## config.mk

```make
export PLATFORM = sky130hd
export DESIGN_NAME = div_fixup_flat
export DESIGN_NICKNAME = d
export VERILOG_FILES = /design/src/verilog/div_pkg.sv /design/src/verilog/div_stage_if.sv /design/src/verilog/div_fixup.sv /design/src/flat_wrapper.sv
export VERILOG_INCLUDE_DIRS = /design/src /design/src/include
export SDC_FILE = /design/constraint.sdc
export NUM_CORES = 1
export LEC_CHECK = 0
export BUFFER_PORTS_ARGS = -buffer_cell sky130_fd_sc_hd__buf_2
export CAP_MARGIN = 10
export CORE_UTILIZATION = 47
export DETAILED_ROUTE_END_ITERATION = 6
export GPL_TIMING_DRIVEN = 1
export PLACE_DENSITY = 0.88
export RECOVER_POWER = 25
export SLEW_MARGIN = 10
export SYNTH_ARGS = -nofsm -noshare
export SYNTH_HDL_FRONTEND = slang
export SYNTH_SLANG_ARGS = --single-unit
export TNS_END_PERCENT = 100
```

## constraint.sdc

```tcl
create_clock -name clk -period 0.95 [get_ports clk]
set_clock_uncertainty 0.2 [all_clocks]
set_input_delay 0.1425 -clock clk [delete_from_list [all_inputs] [get_ports clk]]
set_output_delay 0.1425 -clock clk [all_outputs]
set_load 0.01 [all_outputs]
```

## src/include/div_consts.svh

```systemverilog
`ifndef DIV_CONSTS_SVH
`define DIV_CONSTS_SVH

// operand and result width, rv32
`define DIV_WIDTH 32

// partial remainder carries one extra bit for the compare
`define DIV_REM_WIDTH (`DIV_WIDTH + 1)

// number of stage_if slots in the chain, prep output plus one per cell
`define DIV_STAGES (`DIV_WIDTH + 1)

// prep + one clock per quotient bit + fixup
`define DIV_LATENCY (`DIV_WIDTH + 2)

// most negative signed operand
`define DIV_INT_MIN {1'b1, {(`DIV_WIDTH-1){1'b0}}}

`endif

```

## src/verilog/div_pkg.sv

```systemverilog
package div_pkg;

    // low two bits of funct3 for the div group
    typedef enum logic [1:0] {
        op_div  = 2'b00,
        op_divu = 2'b01,
        op_rem  = 2'b10,
        op_remu = 2'b11
    } div_op_t;

    // flags that ride along with each operation through the cell chain
    typedef struct packed {
        logic neg_quo; // negate quotient at the end
        logic neg_rem; // negate remainder at the end
        logic sel_rem; // rem/remu, output remainder
    } div_side_t;

endpackage

```

## src/verilog/div_stage_if.sv

```systemverilog
`timescale 1ns/1ps

`include "div_consts.svh"

interface div_stage_if;

    logic                      valid;
    logic [`DIV_REM_WIDTH-1:0] rem;   // partial remainder
    logic [`DIV_WIDTH-1:0]     quo;   // quotient bits so far, lsb newest
    logic [`DIV_WIDTH-1:0]     dvd;   // dividend bits left, msb next
    logic [`DIV_WIDTH-1:0]     dsr;   // divisor magnitude
    div_pkg::div_side_t        side;

    modport src (
        output valid,
        output rem,
        output quo,
        output dvd,
        output dsr,
        output side
    );

    modport snk (
        input valid,
        input rem,
        input quo,
        input dvd,
        input dsr,
        input side
    );

endinterface

```

## src/verilog/div_fixup.sv

```systemverilog
`timescale 1ns/1ps

`include "div_consts.svh"

module div_fixup (
    input  logic                  clk,
    input  logic                  rstn,
    div_stage_if.snk              last,
    output logic                  out_valid,
    output logic [`DIV_WIDTH-1:0] result
);

    logic [`DIV_WIDTH-1:0] quo_mag;
    logic [`DIV_WIDTH-1:0] rem_mag;
    logic [`DIV_WIDTH-1:0] quo_fix;
    logic [`DIV_WIDTH-1:0] rem_fix;
    logic [`DIV_WIDTH-1:0] result_d;

    always_comb begin
        quo_mag = last.quo;
        rem_mag = last.rem[`DIV_WIDTH-1:0]; // top bit is zero after last cell

        // truncating division, remainder follows the dividend sign
        quo_fix = last.side.neg_quo ? (~quo_mag + 1'b1) : quo_mag;
        rem_fix = last.side.neg_rem ? (~rem_mag + 1'b1) : rem_mag;

        // int_min / -1 comes out as int_min with rem 0 without help
        result_d = last.side.sel_rem ? rem_fix : quo_fix;
    end

    always_ff @(posedge clk or negedge rstn) begin
        if (!rstn) begin
            out_valid <= 1'b0;
        end else begin
            out_valid <= last.valid;
        end
    end

    always_ff @(posedge clk) begin
        result <= result_d;
    end

    // catches an x injected anywhere upstream in the chain
    a_result_known: assert property (
        @(posedge clk) disable iff (!rstn)
        out_valid |-> !$isunknown(result)
    ) else $error("div_fixup: result unknown while out_valid high");

endmodule

```

## src/flat_wrapper.sv

```systemverilog
// flat-port wrapper written by rule: the top's interface ports become plain ports
module div_fixup_flat 
  (clk, rstn, out_valid, result, last_valid, last_rem, last_quo, last_dvd, last_dsr, last_side);
  div_stage_if last_i ();
  input  logic clk;
  input  logic rstn;
  output logic out_valid;
  output logic [`DIV_WIDTH-1:0] result;
  input wire logic [$bits(last_i.valid)-1:0] last_valid;
  input wire logic [$bits(last_i.rem)-1:0] last_rem;
  input wire logic [$bits(last_i.quo)-1:0] last_quo;
  input wire logic [$bits(last_i.dvd)-1:0] last_dvd;
  input wire logic [$bits(last_i.dsr)-1:0] last_dsr;
  input wire logic [$bits(last_i.side)-1:0] last_side;
  assign last_i.valid = last_valid;
  assign last_i.rem = last_rem;
  assign last_i.quo = last_quo;
  assign last_i.dvd = last_dvd;
  assign last_i.dsr = last_dsr;
  assign last_i.side = last_side;
  div_fixup u_core (.clk(clk), .rstn(rstn), .last(last_i), .out_valid(out_valid), .result(result));
endmodule
```

==> metrics.txt, run 1 <==
outcome=aborted with a tool error; Halt Stage=5_1_grt; Error=[ERROR DPL-0038] Utilization greater than 100%, impossible to legalize; number of H-tree levels=2; largest net degree at the start of global routing=20; placer congestion estimate=~0.9; clock buffer depth=2; Synth area leader=dfxtp_1; Avg Cell Area, Syn=~8.5 um2; row count=26; Post-synth top cells=xor2_1 (43), dfxtp_1 (32), mux2i_1 (23); overall die width=76.6 um; Post-synth EDFFs=0; most frequent cell after synthesis=xor2_1; Initial Utilization=between 40% and 50%; Die Span Y=76.6 um; Placed Instances=571; port bufs=between 100 and 150; post-synthesis cell area=2620 um2; Synthesized Nets=between 400 and 500; HPWL Detailed=around 7800 um; post-GRT worst EP=u_core.result[24]$_DFF_P_/D; Yosys warnings=0; ys async rst share=between 3 and 4%; sequential element share of the synthesized area=approximately a quarter; # IOs=about 170; synth top area cells=dfxtp_1 (24%), xor2_1 (14%), mux2i_1 (8.8%); CTS Sinks=33; clk root buf=clkbuf_8; post-synth cell types=44; TritonCTS Buffers=5; placed cell areas=between 4000 and 5000 um2; Mapped Cells=roughly 300; Main synth FF type=dfxtp_1; top cell type's share of synthesized area=about a quarter; Synth Register Bits=33; Worst-path end type=register data pin
-- logic make-up after synthesis --
logic type	after synthesis	synth area share (%)
AO/OA/AOI/OAI	72	19.8
XOR/XNOR	54	18.1
adder cells (fa/ha/maj)	2	0.956
buffers and inverters	23	3.35
flip-flops	33	25.4
multiplexers	23	8.80
AND/OR/NAND/NOR	102	23.6
-- repair_timing --
item / in CTS
setup endpoints to repair: 63
resized for setup: 98
hold buffers: 3
pin swaps: 51
setup buffers: 7
hold endpoints to repair: 4
cloned: 1
-- through the flow --
step           TNS, ns  worst slack (ns)
4_1_cts         -25.88            -0.963
3_5_place_dp    -33.06             -1.36
3_3_place_gp    -31.54             -1.32
2_1_floorplan   -25.17             -1.09
==> run 2: changes to the inputs <==
--- a/config.mk
+++ b/config.mk
@@ -8,10 +8,10 @@
 export LEC_CHECK = 0
 export BUFFER_PORTS_ARGS = -buffer_cell sky130_fd_sc_hd__buf_2
 export CAP_MARGIN = 10
-export CORE_UTILIZATION = 47
+export CORE_UTILIZATION = 40
 export DETAILED_ROUTE_END_ITERATION = 6
 export GPL_TIMING_DRIVEN = 1
-export PLACE_DENSITY = 0.88
+export PLACE_DENSITY_LB_ADDON = 0.15
 export RECOVER_POWER = 25
 export SLEW_MARGIN = 10
 export SYNTH_ARGS = -nofsm -noshare
==> run 2 against run 1 <==
  * The flow now finishes, with violations (negative hold slack, negative setup slack)
  * Synthesized cell count unchanged
  * Synthesized area stayed put
==> metrics.txt, run 2 <==
CTS Sinks=33 (unchanged); Final Slew Violations=0; die area=between 6000 and 7000 um2; Initial Utilization=41.2% (-8.8 points); CP max FO=4; post-synthesis cell area=2620 um2 (unchanged); overall die width=82.9 um (+8.2%); commonest non-fill, non-tap cells in the layout=buf_4 (109), buf_2 (72), buf_6 (45), xor2_1 (41), mux2i_1 (22); Yosys warnings=0 (unchanged); Final Cycle Share=210%; max FFs per register=32; failing checks=negative hold slack, negative setup slack; VDD IR-drop max=776 uV; Largest Register=u_core.result; layout cells sized above 1=64.9%; final setup margin=-1.04 ns; DR DRC count=0; commonest non-fill, non-tap cell in the layout=buf_4; Vias=3,737; WP buf/inv=2; TritonCTS Buffers=5 (unchanged); sequential element share of the synthesized area=25.4% (unchanged); port bufs=102 (unchanged); antenna-violating nets left=0; post-synth cell types=44 (unchanged); Post-synth EDFFs=0 (unchanged); Max stage delay on crit path=about 0.52 ns; CTS tree=yes; number of H-tree levels=2 (unchanged); Max Cap Viol=0; Peak Freq=between 500 and 600 MHz; Util after Layout=84.8%; CP startpoint=last_rem[20]; HPWL Detailed=7330 um (-6.4%); Setup CP Type=in2reg; GRT Total Usage=between 30 and 40%; LEAKAGE=2.39 nW; cell at the slowest stage of the critical path=or4_4; initial antenna violation count=0; fin nets=675; RSZ-0062 raised after global routing=true; DR WL/cell=between 20 and 25 um; Pre-Repair DR Iteration Count=7; ys async rst share=3.03% (unchanged); core area=about 6300 um2; worst min path class=in2async; outcome=finished, violations left; vias in the first global route=between 3,000 and 4,000; first-pass GRT wire length=roughly 17,000 um; row count=29 (+12%); # IOs=168 (unchanged); largest net degree at the start of global routing=23; Die Span Y=82.9 um (+8.2%); Synthesized Nets=446 (unchanged); worst relative slew slack=64.2%; most frequent cell after synthesis=xor2_1; grt total ovfl=0; final WL=between 10,000 and 15,000 um; Req. time, crit path=0.91 ns; cell mode on critical path=or4_4; clock buffer depth=2 (unchanged); Iter 0 DRT Violations=about 290; top cell type's share of synthesized area=24.5% (unchanged); clk root buf=clkbuf_8; Area Overhead vs Synth=106%; Cell Chain, Critical Path=buf_6 > or4_4 > or4_4 > buf_4 > o31ai_4 > xor2_1 > mux2i_1; Synth area leader=dfxtp_1; Largest delay share family, worst path=simple AND/OR/NAND/NOR gates; hold_ws=-0.0592 ns; arrival time at the worst endpoint=about 2.0 ns; # diodes=0; Worst-path clk slew=0.08 ns; Main synth FF type=dfxtp_1; synth top area cells=dfxtp_1 (24%), xor2_1 (14%), mux2i_1 (8.8%); pre-CTS setup slack=-1.32 ns (+0.0370 ns); crit path capture type=flop; Final Hold Viols=3; number of vias per cell=around 6.1; Synth Register Bits=33 (unchanged); power density over the cells=slightly above 900 nW/um2; placer congestion estimate=0.909 (+1.7%); Post-synth top cells=xor2_1 (43), dfxtp_1 (32), mux2i_1 (23); Mapped Cells=309 (unchanged); leading registers by flop count=u_core.result (32), u_core.out_valid (1); Worst Setup Start Kind=primary input; pin slew with the least headroom to its limit=between 0.5 and 0.6 ns; CTS Hold Bufs=2 (-1); Avg Cell Area, Syn=8.47 um2 (unchanged); Setup Viol. Count Final=slightly above 60; minimum clock period=around 2 ns
==> run 2: cell counts after synthesis <==
No cell type changed its count.
==> run 2: cells by family (layout without fill, tap and decap cells) <==
| family | count (synthesis) | in the layout | synth area share [%] |
|---|---|---|---|
| compound gates | 72 | 72 | 19.8 |
| xor+xnor | 54 | 54 | 18.1 |
| fa+ha+maj | 2 | 2 | 0.956 |
| buf+inv | 23 | 253 | 3.35 |
| flops | 33 | 33 | 25.4 |
| mux | 23 | 23 | 8.80 |
| simple gates | 102 | 102 | 23.6 |
==> run 2: where the power goes <==
part           switching [W]  total [W]  internal (W)
Clock               0.000619    0.00113      0.000507
Sequential         0.0000645    0.00164       0.00157
Combinational        0.00105    0.00212       0.00107
Total                0.00173    0.00488       0.00315
==> run 2: layer usage <==
metal  GRT usage (%)  up-vias  share of wire (%)
met4            11.3        0                6.8
met1            36.1     1739                 37
met5               0        -                  0
met3            5.47       89                7.7
met2            53.2      282                 49
li1                -     1627                  -
==> run 2: layout make-up <==
type | count | area, um2
Multi-Input combinational cell | 253 | 2550
Timing Repair Buffer | 240 | 1910
Fill cell | 321 | 967
Sequential cell | 33 | 682
Tap cell | 77 | 96.3
Clock buffer | 5 | 68.8
Inverter | 5 | 53.8
Clock inverter | 3 | 17.5
==> run 2: timing repair <==
action | in CTS | in global routing
buffers inserted | 6 | 16
gates resized for setup | 93 | 77
setup endpoints to repair | 63 | 64
cloned | 1 | 1
pin swaps | 28 | 38
hold endpoints to repair | 5 | 3
==> run 2: stage by stage <==
stage,instance area [um2],setup TNS (ns),power (W),std cells
after floorplan,2840,-25.17,0.00232,309
after global placement,4230,-32.03,0.00317,583
after detailed placement,4230,-32.59,0.00321,583
after CTS,4840,-25.91,0.00450,600
after global routing,5380,-30.11,0.00508,616
final,5380,-28.09,0.00488,616
==> run 2: path summary, 6_finish.rpt <==
| check | end | slack [ns] | cells after the start |
|---|---|---|---|
| hold / removal | u_core.out_valid | -0.06 | 2 |
| setup / recovery | u_core.result[23] | -1.04 | 7 |
| max in group asynchronous | u_core.out_valid | 0.52 | 2 |
| min in group clk | u_core.result[31] | -0.06 | 3 |
Power figures use the tool's default switching activity.
