## config.mk

```make
export PLATFORM = sky130hd
export DESIGN_NAME = div_prep_flat
export DESIGN_NICKNAME = d
export VERILOG_FILES = /design/src/verilog/div_pkg.sv /design/src/verilog/div_stage_if.sv /design/src/verilog/div_prep.sv /design/src/flat_wrapper.sv
export VERILOG_INCLUDE_DIRS = /design/src /design/src/include
export SDC_FILE = /design/constraint.sdc
export NUM_CORES = 1
export LEC_CHECK = 0
export BUFFER_PORTS_ARGS = -buffer_cell sky130_fd_sc_hd__buf_4
export CORE_MARGIN = 2
export CORE_UTILIZATION = 39
export CTS_CLUSTER_DIAMETER = 200
export CTS_CLUSTER_SIZE = 24
export DETAILED_ROUTE_END_ITERATION = 6
export PLACE_DENSITY = 0.83
export SKIP_LAST_GASP = 1
export SLEW_MARGIN = 20
export SYNTH_ARGS = -nofsm -noshare
export SYNTH_HDL_FRONTEND = slang
export SYNTH_SLANG_ARGS = --single-unit
```

## constraint.sdc

```tcl
create_clock -name clk -period 0.8 [get_ports clk]
set_clock_uncertainty 0.05 [all_clocks]
set_input_delay 0.04 -clock clk [delete_from_list [all_inputs] [get_ports clk]]
set_output_delay 0.04 -clock clk [all_outputs]
set_load 0.1 [all_outputs]
```

## src/include/div_consts.svh

```systemverilog
`ifndef DIV_CONSTS_SVH
`define DIV_CONSTS_SVH

// operand and result width, rv32
`define DIV_WIDTH 32

// partial remainder carries one extra bit for the compare
`define DIV_REM_WIDTH (`DIV_WIDTH + 1)

// number of stage_if slots in the chain, prep output plus one per cell
`define DIV_STAGES (`DIV_WIDTH + 1)

// prep + one clock per quotient bit + fixup
`define DIV_LATENCY (`DIV_WIDTH + 2)

// most negative signed operand
`define DIV_INT_MIN {1'b1, {(`DIV_WIDTH-1){1'b0}}}

`endif

```

## src/verilog/div_pkg.sv

```systemverilog
package div_pkg;

    // low two bits of funct3 for the div group
    typedef enum logic [1:0] {
        op_div  = 2'b00,
        op_divu = 2'b01,
        op_rem  = 2'b10,
        op_remu = 2'b11
    } div_op_t;

    // flags that ride along with each operation through the cell chain
    typedef struct packed {
        logic neg_quo; // negate quotient at the end
        logic neg_rem; // negate remainder at the end
        logic sel_rem; // rem/remu, output remainder
    } div_side_t;

endpackage

```

## src/verilog/div_stage_if.sv

```systemverilog
`timescale 1ns/1ps

`include "div_consts.svh"

interface div_stage_if;

    logic                      valid;
    logic [`DIV_REM_WIDTH-1:0] rem;   // partial remainder
    logic [`DIV_WIDTH-1:0]     quo;   // quotient bits so far, lsb newest
    logic [`DIV_WIDTH-1:0]     dvd;   // dividend bits left, msb next
    logic [`DIV_WIDTH-1:0]     dsr;   // divisor magnitude
    div_pkg::div_side_t        side;

    modport src (
        output valid,
        output rem,
        output quo,
        output dvd,
        output dsr,
        output side
    );

    modport snk (
        input valid,
        input rem,
        input quo,
        input dvd,
        input dsr,
        input side
    );

endinterface

```

## src/verilog/div_prep.sv

```systemverilog
`timescale 1ns/1ps

`include "div_consts.svh"

module div_prep (
    input  logic                  clk,
    input  logic                  rstn,
    input  logic                  in_valid,
    input  div_pkg::div_op_t      op,
    input  logic [`DIV_WIDTH-1:0] dividend,
    input  logic [`DIV_WIDTH-1:0] divisor,
    div_stage_if.src              out
);

    logic                  is_signed;
    logic                  dvd_neg;
    logic                  dsr_neg;
    logic                  dsr_zero;
    logic [`DIV_WIDTH-1:0] dvd_mag;
    logic [`DIV_WIDTH-1:0] dsr_mag;
    div_pkg::div_side_t    side_d;

    always_comb begin
        is_signed = (op == div_pkg::op_div) || (op == div_pkg::op_rem);
        dvd_neg   = is_signed && dividend[`DIV_WIDTH-1];
        dsr_neg   = is_signed && divisor[`DIV_WIDTH-1];
        dsr_zero  = (divisor == '0);

        // int_min maps onto itself, which is the right unsigned magnitude
        dvd_mag = dvd_neg ? (~dividend + 1'b1) : dividend;
        dsr_mag = dsr_neg ? (~divisor + 1'b1) : divisor;

        side_d.neg_rem = dvd_neg;
        side_d.neg_quo = (dvd_neg ^ dsr_neg) && !dsr_zero; // x/0 stays all ones
        side_d.sel_rem = (op == div_pkg::op_rem) || (op == div_pkg::op_remu);
    end

    always_ff @(posedge clk or negedge rstn) begin
        if (!rstn) begin
            out.valid <= 1'b0;
        end else begin
            out.valid <= in_valid;
        end
    end

    // payload follows valid, no reset
    always_ff @(posedge clk) begin
        out.rem  <= '0;
        out.quo  <= '0;
        out.dvd  <= dvd_mag;
        out.dsr  <= dsr_mag;
        out.side <= side_d;
    end

    // decode above depends on a clean op
    a_op_known: assert property (
        @(posedge clk) disable iff (!rstn)
        in_valid |-> !$isunknown(op)
    ) else $error("div_prep: op unknown while in_valid high");

endmodule

```

## src/flat_wrapper.sv

```systemverilog
// flat-port wrapper written by rule: the top's interface ports become plain ports
module div_prep_flat 
  (clk, rstn, in_valid, op, dividend, divisor, out_valid, out_rem, out_quo, out_dvd, out_dsr, out_side);
  div_stage_if out_i ();
  input  logic clk;
  input  logic rstn;
  input  logic in_valid;
  input  div_pkg::div_op_t op;
  input  logic [`DIV_WIDTH-1:0] dividend;
  input  logic [`DIV_WIDTH-1:0] divisor;
  output wire logic [$bits(out_i.valid)-1:0] out_valid;
  output wire logic [$bits(out_i.rem)-1:0] out_rem;
  output wire logic [$bits(out_i.quo)-1:0] out_quo;
  output wire logic [$bits(out_i.dvd)-1:0] out_dvd;
  output wire logic [$bits(out_i.dsr)-1:0] out_dsr;
  output wire logic [$bits(out_i.side)-1:0] out_side;
  assign out_valid = out_i.valid;
  assign out_rem = out_i.rem;
  assign out_quo = out_i.quo;
  assign out_dvd = out_i.dvd;
  assign out_dsr = out_i.dsr;
  assign out_side = out_i.side;
  div_prep u_core (.clk(clk), .rstn(rstn), .in_valid(in_valid), .op(op), .dividend(dividend), .divisor(divisor), .out(out_i));
endmodule
```

# Word level (Yosys, flattened, before mapping)
# Index checks and enable logic that the tools add are counted.
[totals]
regBits = 68
n_memories = 0
romBits = 0
latchBits = 0
wordCells = 23
in_bits = 69
ramBits = 0
[op_classes]
n_div = 0
n_reduce_logical = 8
bitwise_logic = 3
magnitude_cmp = 0
add_sub_neg = 2
mux = 2
mul = 0
shifts = 0
n_eq_ne = 2
[op_table]
columns = ["cell", "count"]
rows = [
  ["$add A32 B1 Y32 const B", 2],
  ["$mux W32", 2],
  ["$not A32 Y32", 2],
  ["$logic_not A32 Y1", 1],
  ["$eq A2 B2 Y1 const B", 2],
  ["$logic_and A1 B1 Y1", 3],
  ["$logic_not A2 Y1", 1],
  ["$logic_or A1 B1 Y1", 2],
  ["$logic_not A1 Y1", 1],
  ["$xor A1 B1 Y1", 1],
]

# Logic depth before layout (Yosys ltp)
[logic_depth]
ltp_word = 5
mapped_depth = 7

# Worst setup path after synthesis
# No wires, ideal clock.
[synth_path]
kind = "input to register"
from = "input divisor[6]"
to = "register u_core.out.dsr[26]"
required_ns = 0.678
stages = 5
t_arrival_ns = 1.633
setup_time_ns = 0.072
n_path_buf = 1
path_slack_ns = -0.955
cell_sequence = "or4_4 -> or4_4 -> buf_6 -> o41ai_4 -> xnor2_1"
[synth_between]
elab_chain_len = 3
[synth_rtl]
columns = ["element", "line", "rtl"]
rows = [
  ["start, declared", "flat_wrapper.sv:10", "input logic [`DIV_WIDTH-1:0] divisor;"],
  ["$not A32 Y32", "div_prep.sv:31", "dsr_mag = dsr_neg ? (~divisor + 1'b1) : divisor;"],
  ["$add A32 B1 Y32", "div_prep.sv:31", ""],
  ["$mux W32", "div_prep.sv:31", ""],
  ["named net u_core.dsr_mag[26]", "div_prep.sv:20", "logic [`DIV_WIDTH-1:0] dsr_mag;"],
  ["end signal, assigned", "div_prep.sv:51", "out.dsr <= dsr_mag;"],
  ["end, declared", "div_stage_if.sv:19", "output dsr,"],
]
# The timed path passes the listed nets, and every way through them passes these cells.

==> impl_metrics.py <==
metrics = {
    "setup_path": {
        "critPathCaptureType": "register",
        "worstSetupPathType": "in -> reg",
        "start_kind": "primary input",
        "critPathRequiredTime_ps": 1000,
        "cpMaxStageDelayCell": "or4_4",
        "crit_path_max_fanout": 5,
        "critPathMaxStageDelay_ps": 670,
        "path_common_cell": "or4_4",
        "crit_arrival_ps": 1870,
        "crit_family": "simple AND/OR/NAND/NOR gates",
        "worstPathCellList": "buf_6 > or4_4 > or4_4 > nor4b_4 > o31ai_2",
        "critPathBufInv": 1,
    },
    "final_layout": {
        "fin_nets": 702,
        "area_growth_pct": 122,
        "fill_cells": 265,
        "diodes": 0,
        "fin_cells": 741,
        "mostFrequentLayoutCells": "buf_4 (147), buf_12 (76), dfxtp_2 (67)",
        "final_layout_size_suffix_gt1_frac": 0.651,
        "layout_commonest_cell": "buf_4",
        "fin_util": 0.904,
    },
    "global_routing": {
        "grtUsageTotal": 0.354,
        "grt_pass1_vias": 4305,
        "grt_pass1_wl_mm": 25.6,
        "gr-total-overflow": 0,
        "grt_max_degree": 16,
        "antenna_found_initial": 0,
    },
    "routing": {
        "met2_length_mm": 9.82,
        "vias": 4219,
        "firstDrtPassIters": 4,
        "wl_met1_mm": 6.62,
        "avgViaCountPerCell": 5.69,
        "wl_per_cell_um": 26.8,
        "drt_iter0_drc": 324,
        "postRouteAntennaNets": 0,
        "drc": 0,
        "top_layer_used": "met4",
        "wl_met3_mm": 1.85,
        "wl_mm": 19.9,
    },
    "place": {
        "dp_hpwl_mm": 8.07,
        "portBuffers": 136,
        "place.gp.congestion": 0.887,
        "dp_cells": 668,
    },
    "timing": {
        "layout_setup_ws_ps": -871,
        "layout_min_cycle_time_ps": 1670,
        "fmax_mhz": 598,
        "fin_crit_sh": 2.09,
        "worstMarginPinSlew_ps": 604,
        "setup_violations": 123,
        "rsz0062_at_grt": "true",
        "drv_slew": 0,
        "fin_hold_ws_ps": -82.7,
        "hold_viol": 22,
        "slew_headroom": 0.595,
    },
    "power_and_ir_drop": {
        "ir_drop_mv": 1.51,
        "p_total_mw": 14.5,
        "p_per_area_nw_per_um2": 1930,
        "p_leak_nw": 3.31,
    },
    "clock_tree": {
        "cts.clk_slew.worst_paths_ps": 80,
        "cts_buffers": 9,
        "cts_tree": "built",
        "cts.htree.levels": 3,
        "clockRootBuffer": "clkbuf_8",
        "cts_buffer_depth": 2,
        "cts_sinks": 68,
    },
    "floorplanning": {
        "design.die.area_um2": 9440,
        "start_util": 0.408,
        "die_h_um": 97.2,
        "die_w_um": 97.2,
        "core_um2": 8300,
        "io-pin-count": 202,
        "rows": 33,
    },
    "logic_synthesis": {
        "ys_types": 37,
        "seq_area_frac_synth": 0.404,
        "syn-cell-area_um2": 3380,
        "ys_seq_elements": 68,
        "syn_inst": 349,
        "synth_warnings": 0,
        "synth_area_per_cell_um2": 9.70,
    },
    "run_status": {
        "violations": "hold timing, setup timing",
        "status": "finished with violations",
    },
    "job": {
        "maxCapViolations": 0,
    },
    "hold_path": {
        "hold_class": "in -> reg",
    },
}
-- path summary, 6_finish.rpt --
check                        startpoint                          to  slack (ps)  depth (start not counted)
max                          divisor[3]  u_core.out.side[2]$_DFF_P_        -870                          5
max in group asynchronous          rstn  u_core.out.valid$_DFF_PN0_         130                          3
min                        dividend[20]  u_core.out.dvd[20]$_DFF_P_         -80                          3
min in group asynchronous          rstn  u_core.out.valid$_DFF_PN0_         460                          3
-- worst min-delay path: cells and delay by family --
family                    cells  cell delay [ps]
xor gates and xnor gates      1               60
buffers and inverters         2              200
-- power by group --
part	internal [mW]	switching [mW]	leakage, nW
Sequential	3.81	0.340	0.577
Clock	1.44	1.55	0.0962
Combinational	2.30	5.02	2.64
-- cells in the mapped netlist (all sizes together) --
cell type  count  area share
nor2          19       0.021
o21a           1      0.0022
nor2b          3      0.0055
nor4bb         1      0.0030
a21oi         10       0.015
xor2          29       0.075
xnor2         29       0.075
nor3          12       0.018
clkbuf         8      0.0089
dfxtp         67        0.40
buf           68        0.15
nand2b         4      0.0074
or2            1      0.0018
nand3b         1      0.0022
o21ai          8       0.012
o41ai          9       0.044
or4           10       0.024
conb           1      0.0011
ha             2      0.0074
inv           12       0.013
nor4           8       0.017
or3            7       0.013
a31oi         17       0.031
dfrtp          1      0.0074
nand4          1      0.0037
a41oi          4       0.010
nor4b          1      0.0026
nand2          6      0.0067
o31ai          9       0.024
-- metal layers --
metal / global-route usage / vias to the layer above
met3: 0.104 / 134
met2: 0.651 / 417
met4: 0.211 / 0
li1: - / 1660
met5: 0 / -
met1: 0.348 / 2008
-- kinds of logic after synthesis --
logic type / share of synthesized area
AOI/OAI and AO/OA: 0.139
xor gates and xnor gates: 0.150
adders and majority gates: 0.00739
buffers and inverters: 0.173
DFF: 0.404
other: 0.00111
and+or+nand+nor: 0.126
-- per-stage QoR --
stage / setup slack, ps / cell area (um2) / TNS [ps] / hold slack [ps]
2_1_floorplan: -955 / 4010 / -34480 / -306
3_3_place_gp: -1110 / 5290 / -43360 / -235
3_5_place_dp: -1160 / 5290 / -45580 / -234
4_1_cts: -717 / 7170 / -36820 / -89.7
5_1_grt: -879 / 7500 / -46800 / -85.0
6_report: -871 / 7500 / -45720 / -82.7
-- state kept, by name, indices dropped and copies added, names as in the netlist --
register and count:
u_core.out.dvd 32, u_core.out.side 3, u_core.out.dsr 32, u_core.out.valid 1
-- timing repair --
action	4_1_cts	5_1_grt
pin swaps	19	42
buffers inserted	14	7
endpoints found under the hold margin	62	26
gates cloned	4	0
resized for setup	258	47
hold buffers	32	2
endpoints found under the setup margin	119	126
-- area by class of cell --
type                            count  area, um2  share of cell area
Sequential cell                    68       1450               0.193
Clock inverter                      6       65.1             0.00867
Inverter                           12       45.0             0.00600
Clock buffer                       10        128              0.0170
Multi-Input combinational cell    258       2410               0.321
Tap cell                          105        131              0.0175
Timing Repair Buffer              282       3270               0.436
(Power assumes the default switching activity.)
